===== src/logic/lc4_pkg.sv =====
package lc4_pkg;

    localparam int WORD_W    = 16;
    localparam int REG_IDX_W = 3;
    localparam int NUM_REGS  = 8;

    typedef logic [WORD_W-1:0]    word_t;
    typedef logic [REG_IDX_W-1:0] reg_idx_t;
    typedef logic [3:0]           opcode_t;
    typedef logic [2:0]           subop_t;

    // opcodes the core executes
    localparam opcode_t OP_ARITH = 4'b0001;
    localparam opcode_t OP_LOGIC = 4'b0101;
    localparam opcode_t OP_CONST = 4'b1001;

    // insn[5:3] under OP_ARITH
    localparam subop_t ADD = 3'b000;
    localparam subop_t MUL = 3'b001;
    localparam subop_t SUB = 3'b010;

    // insn[5:3] under OP_LOGIC
    localparam subop_t AND = 3'b000;
    localparam subop_t NOT = 3'b001;
    localparam subop_t OR  = 3'b010;
    localparam subop_t XOR = 3'b011;

    // one instruction word seen as register form or constant form
    typedef union packed {
        struct packed {
            opcode_t  opcode;
            reg_idx_t rd;
            reg_idx_t rs;
            subop_t   subop;
            reg_idx_t rt;
        } rr;
        struct packed {
            opcode_t    opcode;
            reg_idx_t   rd;
            logic [8:0] imm9;
        } ci;
    } insn_u;

    localparam word_t RESET_PC = 16'h8200;

endpackage

===== src/logic/lc4_core.sv =====
module lc4_core #(
    parameter lc4_pkg::word_t P_RESET_PC = lc4_pkg::RESET_PC
) (
    input  logic              gwe,
    input  logic              i_arst_n,
    input  lc4_pkg::word_t    i_insn_a,
    input  lc4_pkg::word_t    i_insn_b,
    output lc4_pkg::word_t    o_fetch_pc,
    output logic              o_wb_valid_a,
    output lc4_pkg::word_t    o_wb_pc_a,
    output lc4_pkg::word_t    o_wb_insn_a,
    output logic              o_wb_we_a,
    output lc4_pkg::reg_idx_t o_wb_rd_a,
    output lc4_pkg::word_t    o_wb_data_a,
    output logic              o_wb_valid_b,
    output lc4_pkg::word_t    o_wb_pc_b,
    output lc4_pkg::word_t    o_wb_insn_b,
    output logic              o_wb_we_b,
    output lc4_pkg::reg_idx_t o_wb_rd_b,
    output lc4_pkg::word_t    o_wb_data_b
);

    // per-pipe state, index 0 is pipe A and index 1 is pipe B
    logic [1:0]        d_valid, d_rs_re, d_rt_re, d_we;
    lc4_pkg::word_t    d_insn [2], d_pc [2], rf_rs [2], rf_rt [2];
    lc4_pkg::reg_idx_t d_rs [2], d_rt [2], d_rd [2];
    logic              issue_b;

    logic [1:0]        x_valid, x_we, x_rs_re, x_rt_re;
    lc4_pkg::word_t    x_pc [2], x_insn [2], x_rs_data [2], x_rt_data [2];
    lc4_pkg::reg_idx_t x_rs [2], x_rt [2], x_rd [2];
    lc4_pkg::word_t    byp_rs [2], byp_rt [2], alu_res [2];

    logic [1:0]        m_valid, m_we, w_valid, w_we;
    lc4_pkg::word_t    m_pc [2], m_insn [2], m_res [2];
    lc4_pkg::word_t    w_pc [2], w_insn [2], w_res [2];
    lc4_pkg::reg_idx_t m_rd [2], w_rd [2];

    lc4_issue #(.P_RESET_PC(P_RESET_PC)) u_issue (
        .gwe, .i_arst_n, .i_insn_a, .i_insn_b, .o_fetch_pc,
        .o_d_insn_a(d_insn[0]), .o_d_insn_b(d_insn[1]),
        .o_d_pc_a(d_pc[0]), .o_d_pc_b(d_pc[1]),
        .o_d_valid_a(d_valid[0]), .o_d_valid_b(d_valid[1]),
        .o_d_rs_a(d_rs[0]), .o_d_rt_a(d_rt[0]), .o_d_rd_a(d_rd[0]),
        .o_d_rs_b(d_rs[1]), .o_d_rt_b(d_rt[1]), .o_d_rd_b(d_rd[1]),
        .o_d_rs_re_a(d_rs_re[0]), .o_d_rt_re_a(d_rt_re[0]), .o_d_we_a(d_we[0]),
        .o_d_rs_re_b(d_rs_re[1]), .o_d_rt_re_b(d_rt_re[1]), .o_d_we_b(d_we[1]),
        .o_issue_b(issue_b)
    );

    // read in decode, written from the writeback registers
    lc4_regfile u_regfile (
        .gwe, .i_arst_n,
        .i_rs_a(d_rs[0]), .i_rt_a(d_rt[0]), .i_rs_b(d_rs[1]), .i_rt_b(d_rt[1]),
        .o_rs_data_a(rf_rs[0]), .o_rt_data_a(rf_rt[0]),
        .o_rs_data_b(rf_rs[1]), .o_rt_data_b(rf_rt[1]),
        .i_rd_a(w_rd[0]), .i_rd_b(w_rd[1]), .i_wdata_a(w_res[0]), .i_wdata_b(w_res[1]),
        .i_we_a(w_we[0]), .i_we_b(w_we[1])
    );

    for (genvar p = 0; p < 2; p++) begin : g_pipe
        lc4_bypass u_bypass (
            .i_x_rs(x_rs[p]), .i_x_rt(x_rt[p]),
            .i_x_rs_re(x_rs_re[p]), .i_x_rt_re(x_rt_re[p]),
            .i_rf_rs(x_rs_data[p]), .i_rf_rt(x_rt_data[p]),
            .i_m_rd_a(m_rd[0]), .i_m_rd_b(m_rd[1]), .i_w_rd_a(w_rd[0]), .i_w_rd_b(w_rd[1]),
            .i_m_we_a(m_we[0]), .i_m_we_b(m_we[1]), .i_w_we_a(w_we[0]), .i_w_we_b(w_we[1]),
            .i_m_res_a(m_res[0]), .i_m_res_b(m_res[1]),
            .i_w_res_a(w_res[0]), .i_w_res_b(w_res[1]),
            .o_rs_val(byp_rs[p]), .o_rt_val(byp_rt[p])
        );

        lc4_alu u_alu (
            .i_insn(x_insn[p]), .i_rs_val(byp_rs[p]), .i_rt_val(byp_rt[p]), .o_result(alu_res[p])
        );
    end

    always_ff @(posedge gwe or negedge i_arst_n) begin
        if (!i_arst_n) begin
            x_valid <= '0;
            x_we    <= '0;
            m_valid <= '0;
            m_we    <= '0;
            w_valid <= '0;
            w_we    <= '0;
        end else begin
            // a held-back B enters execute as a bubble
            x_valid <= {d_valid[1] & issue_b, d_valid[0]};
            x_we    <= {d_we[1] & issue_b, d_we[0]};
            m_valid <= x_valid;
            m_we    <= x_we;
            w_valid <= m_valid;
            w_we    <= m_we;
        end
    end

    always_ff @(posedge gwe) begin
        x_rs_re <= d_rs_re;
        x_rt_re <= d_rt_re;
        for (int p = 0; p < 2; p++) begin
            x_pc[p]      <= d_pc[p];
            x_insn[p]    <= d_insn[p];
            x_rs[p]      <= d_rs[p];
            x_rt[p]      <= d_rt[p];
            x_rd[p]      <= d_rd[p];
            x_rs_data[p] <= rf_rs[p];
            x_rt_data[p] <= rf_rt[p];
            // memory stage only delays the result by a cycle
            m_pc[p]      <= x_pc[p];
            m_insn[p]    <= x_insn[p];
            m_rd[p]      <= x_rd[p];
            m_res[p]     <= alu_res[p];
            w_pc[p]      <= m_pc[p];
            w_insn[p]    <= m_insn[p];
            w_rd[p]      <= m_rd[p];
            w_res[p]     <= m_res[p];
        end
    end

    assign o_wb_valid_a = w_valid[0];
    assign o_wb_pc_a    = w_pc[0];
    assign o_wb_insn_a  = w_insn[0];
    assign o_wb_we_a    = w_we[0];
    assign o_wb_rd_a    = w_rd[0];
    assign o_wb_data_a  = w_res[0];
    assign o_wb_valid_b = w_valid[1];
    assign o_wb_pc_b    = w_pc[1];
    assign o_wb_insn_b  = w_insn[1];
    assign o_wb_we_b    = w_we[1];
    assign o_wb_rd_b    = w_rd[1];
    assign o_wb_data_b  = w_res[1];

endmodule


===== src/logic/lc4_alu.sv =====
module lc4_alu (
    input  lc4_pkg::word_t i_insn,
    input  lc4_pkg::word_t i_rs_val,
    input  lc4_pkg::word_t i_rt_val,
    output lc4_pkg::word_t o_result
);

    lc4_pkg::insn_u insn;
    lc4_pkg::word_t const_val;

    assign insn = i_insn;

    // imm9 sign extended to a full word
    assign const_val = {{7{insn.ci.imm9[8]}}, insn.ci.imm9};

    always_comb begin
        o_result = '0;
        case (insn.rr.opcode)
            lc4_pkg::OP_ARITH: begin
                case (insn.rr.subop)
                    lc4_pkg::ADD: o_result = i_rs_val + i_rt_val;
                    // only the low half of the product is kept
                    lc4_pkg::MUL: o_result = i_rs_val * i_rt_val;
                    lc4_pkg::SUB: o_result = i_rs_val - i_rt_val;
                    default:      o_result = '0;
                endcase
            end
            lc4_pkg::OP_LOGIC: begin
                case (insn.rr.subop)
                    lc4_pkg::AND: o_result = i_rs_val & i_rt_val;
                    lc4_pkg::NOT: o_result = ~i_rs_val;
                    lc4_pkg::OR:  o_result = i_rs_val | i_rt_val;
                    lc4_pkg::XOR: o_result = i_rs_val ^ i_rt_val;
                    default:      o_result = '0;
                endcase
            end
            lc4_pkg::OP_CONST: begin
                o_result = const_val;
            end
            default: begin
                o_result = '0;
            end
        endcase
    end

endmodule


===== src/logic/lc4_bypass.sv =====
module lc4_bypass (
    input  lc4_pkg::reg_idx_t i_x_rs,
    input  lc4_pkg::reg_idx_t i_x_rt,
    input  logic              i_x_rs_re,
    input  logic              i_x_rt_re,
    input  lc4_pkg::word_t    i_rf_rs,
    input  lc4_pkg::word_t    i_rf_rt,
    input  lc4_pkg::reg_idx_t i_m_rd_a,
    input  lc4_pkg::reg_idx_t i_m_rd_b,
    input  lc4_pkg::reg_idx_t i_w_rd_a,
    input  lc4_pkg::reg_idx_t i_w_rd_b,
    input  logic              i_m_we_a,
    input  logic              i_m_we_b,
    input  logic              i_w_we_a,
    input  logic              i_w_we_b,
    input  lc4_pkg::word_t    i_m_res_a,
    input  lc4_pkg::word_t    i_m_res_b,
    input  lc4_pkg::word_t    i_w_res_a,
    input  lc4_pkg::word_t    i_w_res_b,
    output lc4_pkg::word_t    o_rs_val,
    output lc4_pkg::word_t    o_rt_val
);

    // producer matches ordered {m_b, m_a, w_b, w_a}, youngest at the top
    logic [3:0] rs_hit;
    logic [3:0] rt_hit;

    assign rs_hit = {4{i_x_rs_re}} & {i_m_we_b && (i_m_rd_b == i_x_rs),
                                      i_m_we_a && (i_m_rd_a == i_x_rs),
                                      i_w_we_b && (i_w_rd_b == i_x_rs),
                                      i_w_we_a && (i_w_rd_a == i_x_rs)};

    assign rt_hit = {4{i_x_rt_re}} & {i_m_we_b && (i_m_rd_b == i_x_rt),
                                      i_m_we_a && (i_m_rd_a == i_x_rt),
                                      i_w_we_b && (i_w_rd_b == i_x_rt),
                                      i_w_we_a && (i_w_rd_a == i_x_rt)};

    function automatic lc4_pkg::word_t pick(input logic [3:0] hit,
                                            input lc4_pkg::word_t rf_val);
        if (hit[3]) begin
            return i_m_res_b;
        end
        if (hit[2]) begin
            return i_m_res_a;
        end
        if (hit[1]) begin
            return i_w_res_b;
        end
        if (hit[0]) begin
            return i_w_res_a;
        end
        return rf_val;
    endfunction

    always_comb begin
        o_rs_val = pick(rs_hit, i_rf_rs);
        o_rt_val = pick(rt_hit, i_rf_rt);
    end

endmodule


===== src/logic/lc4_issue.sv =====
module lc4_issue #(
    parameter lc4_pkg::word_t P_RESET_PC = lc4_pkg::RESET_PC
) (
    input  logic              gwe,
    input  logic              i_arst_n,
    input  lc4_pkg::word_t    i_insn_a,
    input  lc4_pkg::word_t    i_insn_b,
    output lc4_pkg::word_t    o_fetch_pc,
    output lc4_pkg::word_t    o_d_insn_a,
    output lc4_pkg::word_t    o_d_insn_b,
    output lc4_pkg::word_t    o_d_pc_a,
    output lc4_pkg::word_t    o_d_pc_b,
    output logic              o_d_valid_a,
    output logic              o_d_valid_b,
    output lc4_pkg::reg_idx_t o_d_rs_a,
    output lc4_pkg::reg_idx_t o_d_rt_a,
    output lc4_pkg::reg_idx_t o_d_rd_a,
    output lc4_pkg::reg_idx_t o_d_rs_b,
    output lc4_pkg::reg_idx_t o_d_rt_b,
    output lc4_pkg::reg_idx_t o_d_rd_b,
    output logic              o_d_rs_re_a,
    output logic              o_d_rt_re_a,
    output logic              o_d_we_a,
    output logic              o_d_rs_re_b,
    output logic              o_d_rt_re_b,
    output logic              o_d_we_b,
    output logic              o_issue_b
);

    lc4_pkg::word_t pc_q;
    logic           rs_re_a, rt_re_a, we_a;
    logic           rs_re_b, rt_re_b, we_b;
    logic           b_needs_a;

    lc4_decoder u_dec_a (
        .i_insn(o_d_insn_a), .o_rs(o_d_rs_a), .o_rt(o_d_rt_a), .o_rd(o_d_rd_a),
        .o_rs_re(rs_re_a), .o_rt_re(rt_re_a), .o_rd_we(we_a)
    );

    lc4_decoder u_dec_b (
        .i_insn(o_d_insn_b), .o_rs(o_d_rs_b), .o_rt(o_d_rt_b), .o_rd(o_d_rd_b),
        .o_rs_re(rs_re_b), .o_rt_re(rt_re_b), .o_rd_we(we_b)
    );

    // decode fields of an empty slot do not count
    assign o_d_rs_re_a = rs_re_a & o_d_valid_a;
    assign o_d_rt_re_a = rt_re_a & o_d_valid_a;
    assign o_d_we_a    = we_a & o_d_valid_a;
    assign o_d_rs_re_b = rs_re_b & o_d_valid_b;
    assign o_d_rt_re_b = rt_re_b & o_d_valid_b;
    assign o_d_we_b    = we_b & o_d_valid_b;

    // D-B reads the register D-A writes, so B waits and moves to pipe A
    assign b_needs_a = o_d_we_a && ((o_d_rs_re_b && (o_d_rs_b == o_d_rd_a)) ||
                                    (o_d_rt_re_b && (o_d_rt_b == o_d_rd_a)));

    assign o_issue_b  = !b_needs_a;
    assign o_fetch_pc = pc_q;

    always_ff @(posedge gwe or negedge i_arst_n) begin
        if (!i_arst_n) begin
            pc_q        <= P_RESET_PC;
            o_d_valid_a <= 1'b0;
            o_d_valid_b <= 1'b0;
        end else begin
            pc_q        <= pc_q + (b_needs_a ? 16'd1 : 16'd2);
            o_d_valid_a <= b_needs_a ? o_d_valid_b : 1'b1;
            o_d_valid_b <= 1'b1;
        end
    end

    always_ff @(posedge gwe) begin
        if (b_needs_a) begin
            // slide the pair by one word
            o_d_insn_a <= o_d_insn_b;
            o_d_pc_a   <= o_d_pc_b;
            o_d_insn_b <= i_insn_a;
            o_d_pc_b   <= pc_q;
        end else begin
            o_d_insn_a <= i_insn_a;
            o_d_pc_a   <= pc_q;
            o_d_insn_b <= i_insn_b;
            o_d_pc_b   <= pc_q + 16'd1;
        end
    end

    // the held-back word keeps its own PC in slot A and the next word follows it
    a_switch_pc: assert property (@(posedge gwe) disable iff (!i_arst_n)
        b_needs_a |=> ((o_d_pc_a == $past(o_d_pc_b)) &&
                       (o_d_pc_b == o_d_pc_a + 16'd1)));

endmodule


===== src/logic/lc4_regfile.sv =====
module lc4_regfile (
    input  logic              gwe,
    input  logic              i_arst_n,
    input  lc4_pkg::reg_idx_t i_rs_a,
    input  lc4_pkg::reg_idx_t i_rt_a,
    input  lc4_pkg::reg_idx_t i_rs_b,
    input  lc4_pkg::reg_idx_t i_rt_b,
    output lc4_pkg::word_t    o_rs_data_a,
    output lc4_pkg::word_t    o_rt_data_a,
    output lc4_pkg::word_t    o_rs_data_b,
    output lc4_pkg::word_t    o_rt_data_b,
    input  lc4_pkg::reg_idx_t i_rd_a,
    input  lc4_pkg::reg_idx_t i_rd_b,
    input  lc4_pkg::word_t    i_wdata_a,
    input  lc4_pkg::word_t    i_wdata_b,
    input  logic              i_we_a,
    input  logic              i_we_b
);

    lc4_pkg::word_t regs [lc4_pkg::NUM_REGS];

    // a write landing this cycle shows on the read side, pipe B first
    function automatic lc4_pkg::word_t read_port(input lc4_pkg::reg_idx_t idx);
        if (i_we_b && (i_rd_b == idx)) begin
            return i_wdata_b;
        end
        if (i_we_a && (i_rd_a == idx)) begin
            return i_wdata_a;
        end
        return regs[idx];
    endfunction

    always_comb begin
        o_rs_data_a = read_port(i_rs_a);
        o_rt_data_a = read_port(i_rt_a);
        o_rs_data_b = read_port(i_rs_b);
        o_rt_data_b = read_port(i_rt_b);
    end

    always_ff @(posedge gwe or negedge i_arst_n) begin
        if (!i_arst_n) begin
            for (int i = 0; i < lc4_pkg::NUM_REGS; i++) begin
                regs[i] <= '0;
            end
        end else begin
            if (i_we_a) begin
                regs[i_rd_a] <= i_wdata_a;
            end
            // B is the younger write and lands last
            if (i_we_b) begin
                regs[i_rd_b] <= i_wdata_b;
            end
        end
    end

endmodule


===== src/logic/lc4_decoder.sv =====
module lc4_decoder (
    input  lc4_pkg::word_t    i_insn,
    output lc4_pkg::reg_idx_t o_rs,
    output lc4_pkg::reg_idx_t o_rt,
    output lc4_pkg::reg_idx_t o_rd,
    output logic              o_rs_re,
    output logic              o_rt_re,
    output logic              o_rd_we
);

    lc4_pkg::insn_u insn;

    assign insn = i_insn;

    // rd sits in the same bits in both forms
    assign o_rd = insn.ci.rd;
    assign o_rs = insn.rr.rs;
    assign o_rt = insn.rr.rt;

    always_comb begin
        o_rs_re = 1'b0;
        o_rt_re = 1'b0;
        o_rd_we = 1'b0;
        case (insn.rr.opcode)
            lc4_pkg::OP_ARITH: begin
                // immediate add and divide fall through as no-ops
                if (insn.rr.subop inside {lc4_pkg::ADD, lc4_pkg::MUL, lc4_pkg::SUB}) begin
                    o_rs_re = 1'b1;
                    o_rt_re = 1'b1;
                    o_rd_we = 1'b1;
                end
            end
            lc4_pkg::OP_LOGIC: begin
                if (insn.rr.subop inside {lc4_pkg::AND, lc4_pkg::NOT, lc4_pkg::OR,
                                          lc4_pkg::XOR}) begin
                    o_rs_re = 1'b1;
                    // NOT is unary
                    o_rt_re = (insn.rr.subop != lc4_pkg::NOT);
                    o_rd_we = 1'b1;
                end
            end
            lc4_pkg::OP_CONST: begin
                o_rd_we = 1'b1;
            end
            default: begin
                o_rd_we = 1'b0;
            end
        endcase
    end

endmodule


===== config.mk =====
export PLATFORM = sky130hd
export DESIGN_NAME = lc4_core
export DESIGN_NICKNAME = d
export VERILOG_FILES = /design/src/logic/lc4_pkg.sv /design/src/logic/lc4_core.sv /design/src/logic/lc4_alu.sv /design/src/logic/lc4_bypass.sv /design/src/logic/lc4_issue.sv /design/src/logic/lc4_regfile.sv /design/src/logic/lc4_decoder.sv
export SDC_FILE = /design/constraint.sdc
export NUM_CORES = 2
export LEC_CHECK = 0
export CORE_MARGIN = 2
export CORE_UTILIZATION = 40
export CTS_BUF_LIST = sky130_fd_sc_hd__clkbuf_16
export CTS_CLUSTER_SIZE = 20
export DETAILED_ROUTE_END_ITERATION = 7
export DONT_BUFFER_PORTS = 1
export GPL_TIMING_DRIVEN = 0
export PLACE_DENSITY_LB_ADDON = 0.08
export SKIP_CTS_REPAIR_TIMING = 1
export SLEW_MARGIN = 40
export SYNTH_ARGS = -nofsm -noshare
export SYNTH_HDL_FRONTEND = slang
export SYNTH_SLANG_ARGS = --single-unit

===== constraint.sdc =====
create_clock -name gwe -period 9.2 [get_ports gwe]
set_clock_uncertainty 0.2 [all_clocks]
set_input_delay 1.38 -clock gwe [delete_from_list [all_inputs] [get_ports gwe]]
set_output_delay 1.38 -clock gwe [all_outputs]
set_load 0.02 [all_outputs]

# --- Yosys cells after proc, flatten, opt, wreduce, memory -nomap -nowiden ---
# Memories as Yosys holds them, arrays and structs flattened.
# Index checks and enable logic that the tools add are counted.
totals:
  reg_bits: 226
  ramBits: 350
  out_inout_bits: 122
  word_cells: 315
  memories: 15
mem_list:
  columns: ["memory", "words", "word_bits", "rd", "rd_ports_with_merged_regs", "wr", "line_no", "text"]
  rows:
  - ["m_insn", 2, 16, 2, 0, 2, "lc4_core.sv:35", "lc4_pkg::word_t m_pc [2], m_insn [2], m_res [2];"]
  - ["m_pc", 2, 16, 2, 0, 2, "lc4_core.sv:35", null]
  - ["m_res", 2, 16, 2, 0, 2, "lc4_core.sv:35", null]
  - ["w_insn", 2, 16, 2, 0, 2, "lc4_core.sv:36", "lc4_pkg::word_t w_pc [2], w_insn [2], w_res [2];"]
  - ["w_pc", 2, 16, 2, 0, 2, "lc4_core.sv:36", null]
  - ["w_res", 2, 16, 2, 0, 2, "lc4_core.sv:36", null]
  - ["9 more memories", null, null, null, null, null, null, null]
op_classes:
  addsub: 6
  multipliers: 2
  order_cmp: 8
  eq_ne: 52
  n_mux: 144
  bitwise_logic: 26
  n_reduce_logical: 39
ops:
  columns: ["op", "count"]
  rows:
  - ["16-bit two-way mux", 62]
  - ["128-bit bitwise mux", 2]
  - ["128-bit two-way mux", 2]
  - ["16-bit binary-select mux with 3-bit select", 4]
  - ["16-bit case mux with 3 select lines", 4]
  - ["16-bit case mux with 4 select lines", 2]
  - ["16-bit demux with 3-bit select", 2]
  - ["3-bit == test", 26]
  - ["1-bit two-way mux", 59]
  - ["16-bit adder", 3]
  - ["16-bit AND", 2]
  - ["16-bit by 16-bit multiplier with 16-bit output", 2]
  - ["16-bit NOT", 2]
  - ["16-bit bitwise OR", 2]
  - ["16-bit subtractor", 2]
  - ["16-bit XOR", 2]
  - ["1-bit logical AND", 29]
  - ["3-bit by 2-bit == test with 1-bit output (second input constant)", 8]
  - ["4-bit >= comparator (second input constant)", 6]
  - ["3-bit NOT with 4-bit output", 6]
  - ["16-bit by 1-bit adder with 16-bit output (second input constant)", 1]
  - ["4-bit AND", 4]
  - ["4-bit by 1-bit == test with 1-bit output (second input constant)", 4]
  - ["4-bit by 3-bit == test with 1-bit output (second input constant)", 4]
  - ["other kinds (13)", 37]

# --- Logic depth before layout (Yosys ltp) ---
# An unclocked memory read counts as a cell.
depth:
  word_depth: 18
  depth_mapped: 34

# --- By module ---
# From an unflattened synthesis, not the netlist that was laid out.
unflattened:
  hier_cells: 3778
  area_unflattened_um2: 38501.9
modules_own_cells:
  columns: ["module", "n_inst", "cells_each", "area_each_um2", "seq_area_each_um2"]
  rows:
  - ["lc4_regfile", 1, 1085, 12046.6, 3203.1]
  - ["lc4_core", 1, 368, 7399.6, 7387.1]
  - ["lc4_alu (g_pipe[0].u_alu)", 1, 765, 6092.1, 0.0]
  - ["lc4_alu (g_pipe[1].u_alu)", 1, 788, 6085.8, 0.0]
  - ["lc4_bypass", 2, 243, 1737.9, 0.0]
  - ["lc4_issue", 1, 254, 3146.8, 1734.2]
  - ["lc4_decoder", 2, 16, 127.6, 0.0]

# --- Least setup slack after synthesis ---
# No wires, ideal clock.
synth_timing:
  kind: "reg-to-reg"
  startpoint: "memory w_insn[0][10] in the netlist's numbering"
  endpoint: "memory m_res[0][15] in the netlist's numbering"
  arrival_time_ps: 7747
  setup_slack_ps: 1131
  stages_incl_launch_ff: 29
  n_path_buf: 3
  period_less_slack_ps: 8069
  path_cell_list: "dfxtp_1 clkbuf_1 xor2_1 nor4_2 buf_2 mux2i_1 a211oi_1 a221oi_1 clkbuf_1 nor2_1 fa_1 inv_1 fa_1 inv_1 fa_1 fa_1 inv_1 fa_1 fa_1 xnor2_1 xnor2_1 xnor2_1 xnor2_1 xnor2_1 xnor3_1 xnor3_1 xnor2_1 o22ai_1 a221o_1"
synth_lines:
  columns: ["element", "line_no"]
  rows:
  - ["from (decl)", "lc4_core.sv:36"]
  - ["to (decl)", "lc4_core.sv:35"]

==> run summary <==
LEAKAGE = 18.1 nW
pre-CTS WS = -0.978 ns
gpl congestion = 0.948
Critical Path Sink = m_res[0][31]$_DFF_P_
post-layout min period = 8.88 ns
Chip Width = 305 µm
Critical Path AT = 9.19 ns
worst path bufs/invs = 5
drt pass-1 iters = 8
Slew HR = 40.5%
Die Ht = 305 µm
type of the worst setup path = register to register
global-route wire length before repair = 191000 µm
Final Cycle Share = 96.5%
fillers = 8759
Worst setup SP type = register
RR Startpoint = x_insn[0][18]$_DFF_P_
port buffer count = 0
Mapped Cells = 3787
ranking of synthesized cells by area = dfxtp_1 (21%), dfrtp_1 (11%), mux4_2 (9.6%)
drt drc = 12
Routed WL per cell = 25.1 µm
post-layout power = 7.54 mW
placed cells = 4986
Final Hold Viols = 0
number of synthesized flops with an enable pin = 0
CTS root buf = clkbuf_16
CP delay by family, top = adder cells
fmax = 0.113 GHz
biggest area consumer among synthesized cells = dfxtp_1
CTS max path bufs = 3
vias per cell = 5.56
final design utilization = 44.7%
Max FO, Critical Path = 10
FF+latch area = 0.0117 mm²
Post-synth top cells = nand2_1 (523), dfxtp_1 (388), inv_1 (335)
Clock Sinks = 546
count leader, synth = nand2_1
die area = 0.0927 mm²
CTS Buf Count = 60
routed wire length = 128000 µm
Ports = 156
gr busiest metal = met2
Max Cap Viol = 0
met3 Usage GRT = 4.01%
status = complete, but fails checks
GRT Overall Usage = 27.5%
sequential element share of the synthesized area = 32.5%
final worst slack = 0.319 ns
R2R depth = 27
Slowest cell on crit path = a221oi_1
Finish-stage setup viols = 0
Synth Warn # = 0
number of global-route vias before repair = 28177
crit-path max cell delay = 0.62 ns
failing checks = DRC
Main synth FF type = dfxtp_1
design area = 0.0401 mm²
number of synthesized register bits = 546
via count = 28454
CTS tree = yes
FP Rows = 110
crit path capture type = register
antenna violations before repair = 2
nets = 4289
CP required = 9.51 ns
core area = 0.0897 mm²
setup TNS = 0 ns
met1 Track Usage GR = 37.2%
post-route ant nets = 0
Synth async-reset ratio = 28.9%
share of the synthesized area in the top cell type = 21.5%
instance count on the critical path = 27
Worst Hold Class = register to register
pin count of the biggest net entering global routing = 159
PwrDens = 188 mW/mm²
Final Non-Filler Cells = 5121
Final Max Slew Viols = 0
clk_lat worst skew = 0.70 ns
area grow syn2layout = 11.0%
post-synthesis average cell area = 9.54 µm²
H-tree depth = 2
R2R Path End = m_res[0][31]$_DFF_P_
area of the multi-input gates = 0.0221 mm²
Critical Path Start = x_insn[0][18]$_DFF_P_
synthesized area = 0.0361 mm²
fraction of layout cells with a size suffix above 1 = 11.1%
Synth cell types = 82
worst slew pin tran = 0.885 ns
Starting Density = 40.3%
n_diodes = 0
reg2reg setup slack = 0.32 ns
Area after DPL = 0.0378 mm²
Min Hold Slack = 0.122 ns
maximum VDD drop = 0.217 mV
clock slew at reported path FFs = 0.06 ns
Global Route met2 Usage = 44.9%
Post-DP HPWL = 102000 µm
DR iter-0 viols = 2697
Overflow after GRT = 0
state kept, by name (all words and copies together) (netlist names), 2 cells and up:
signal	count
w_valid	2
w_res	32
x_we	2
u_issue.o_d_insn_b	16
x_rt_re	2
u_issue.o_d_pc_b	16
x_valid	2
x_rs_re	2
u_regfile.regs	128
m_res	32
x_rt_data	32
m_pc	32
w_insn	32
m_insn	32
u_issue.o_d_pc_a	16
w_pc	32
m_valid	2
x_insn	32
x_rs_data	32
w_we	2
u_issue.o_fetch_pc	16
u_issue.o_d_insn_a	16
m_we	2
x_pc	32
power breakdown:
group	switching [mW]	internal, mW	leakage (nW)
clock network	1.07	1.32	1.01
registers	0.314	2.66	5.32
logic	1.29	0.887	11.8
total	2.67	4.87	18.1
metal layers:
layer  routed length [µm]  up-vias
met3                 8240      263
li1                     -    13080
met2                59600     1117
met5                   13        -
met4                 5200        2
met1                55200    13992
worst min path at each step:
stage | from | to | slack (ns) | depth (start not counted)
3_3_place_gp | x_pc[0][5]$_DFF_P_ | m_pc[0][5]$_DFF_P_ | 0.11 | 0
2_1_floorplan | x_insn[0][10]$_DFF_P_ | m_insn[0][10]$_DFF_P_ | 0.11 | 0
4_1_cts | m_insn[0][24]$_DFF_P_ | w_insn[0][24]$_DFF_P_ | 0.12 | 0
6_report | m_insn[0][24]$_DFF_P_ | w_insn[0][24]$_DFF_P_ | 0.12 | 0
5_1_grt | m_insn[0][8]$_DFF_P_ | w_insn[0][8]$_DFF_P_ | 0.13 | 0
3_5_place_dp | x_pc[0][9]$_DFF_P_ | m_pc[0][9]$_DFF_P_ | 0.11 | 0
area by class of cell:
cell class	instances	area share, %
multi-input combinational	2607	55.0
timing repair buffer	52	0.792
clock buffer	62	3.87
sequential	546	29.3
clock inverter	50	1.02
tap	1176	3.67
inverter	354	3.35
buffer	274	3.00
cell families (layout without fill, tap and decap cells):
| logic type | after synthesis | after routing | share of synthesized area [%] |
|---|---|---|---|
| buffers and inverters | 635 | 792 | 6.93 |
| AND/OR/NAND/NOR | 1019 | 1019 | 12.0 |
| multiplexers | 407 | 407 | 16.6 |
| AO/OA/AOI/OAI | 591 | 591 | 10.3 |
| flip-flops | 546 | 546 | 32.5 |
| XOR/XNOR | 228 | 228 | 5.81 |
| adder cells (fa/ha/maj) | 360 | 360 | 15.9 |
| other | 1 | 2 | 0.0104 |
cell usage in the layout (no fill, tap or decap), types with 26 or more instances in the layout:
cell / n
a221o_1: 27
inv_1: 349
xor2_1: 99
nor2_1: 334
mux4_2: 154
mux2i_1: 250
buf_4: 35
clkbuf_1: 173
clkbuf_16: 62
o21ai_0: 250
a211oi_1: 26
a222oi_1: 33
dfxtp_1: 378
fa_1: 163
nand2_1: 523
ha_1: 197
xnor2_1: 121
dfrtp_1: 156
buf_1: 36
a21oi_1: 128
buf_2: 45
Note: power is estimated with default switching activity, not from simulation.
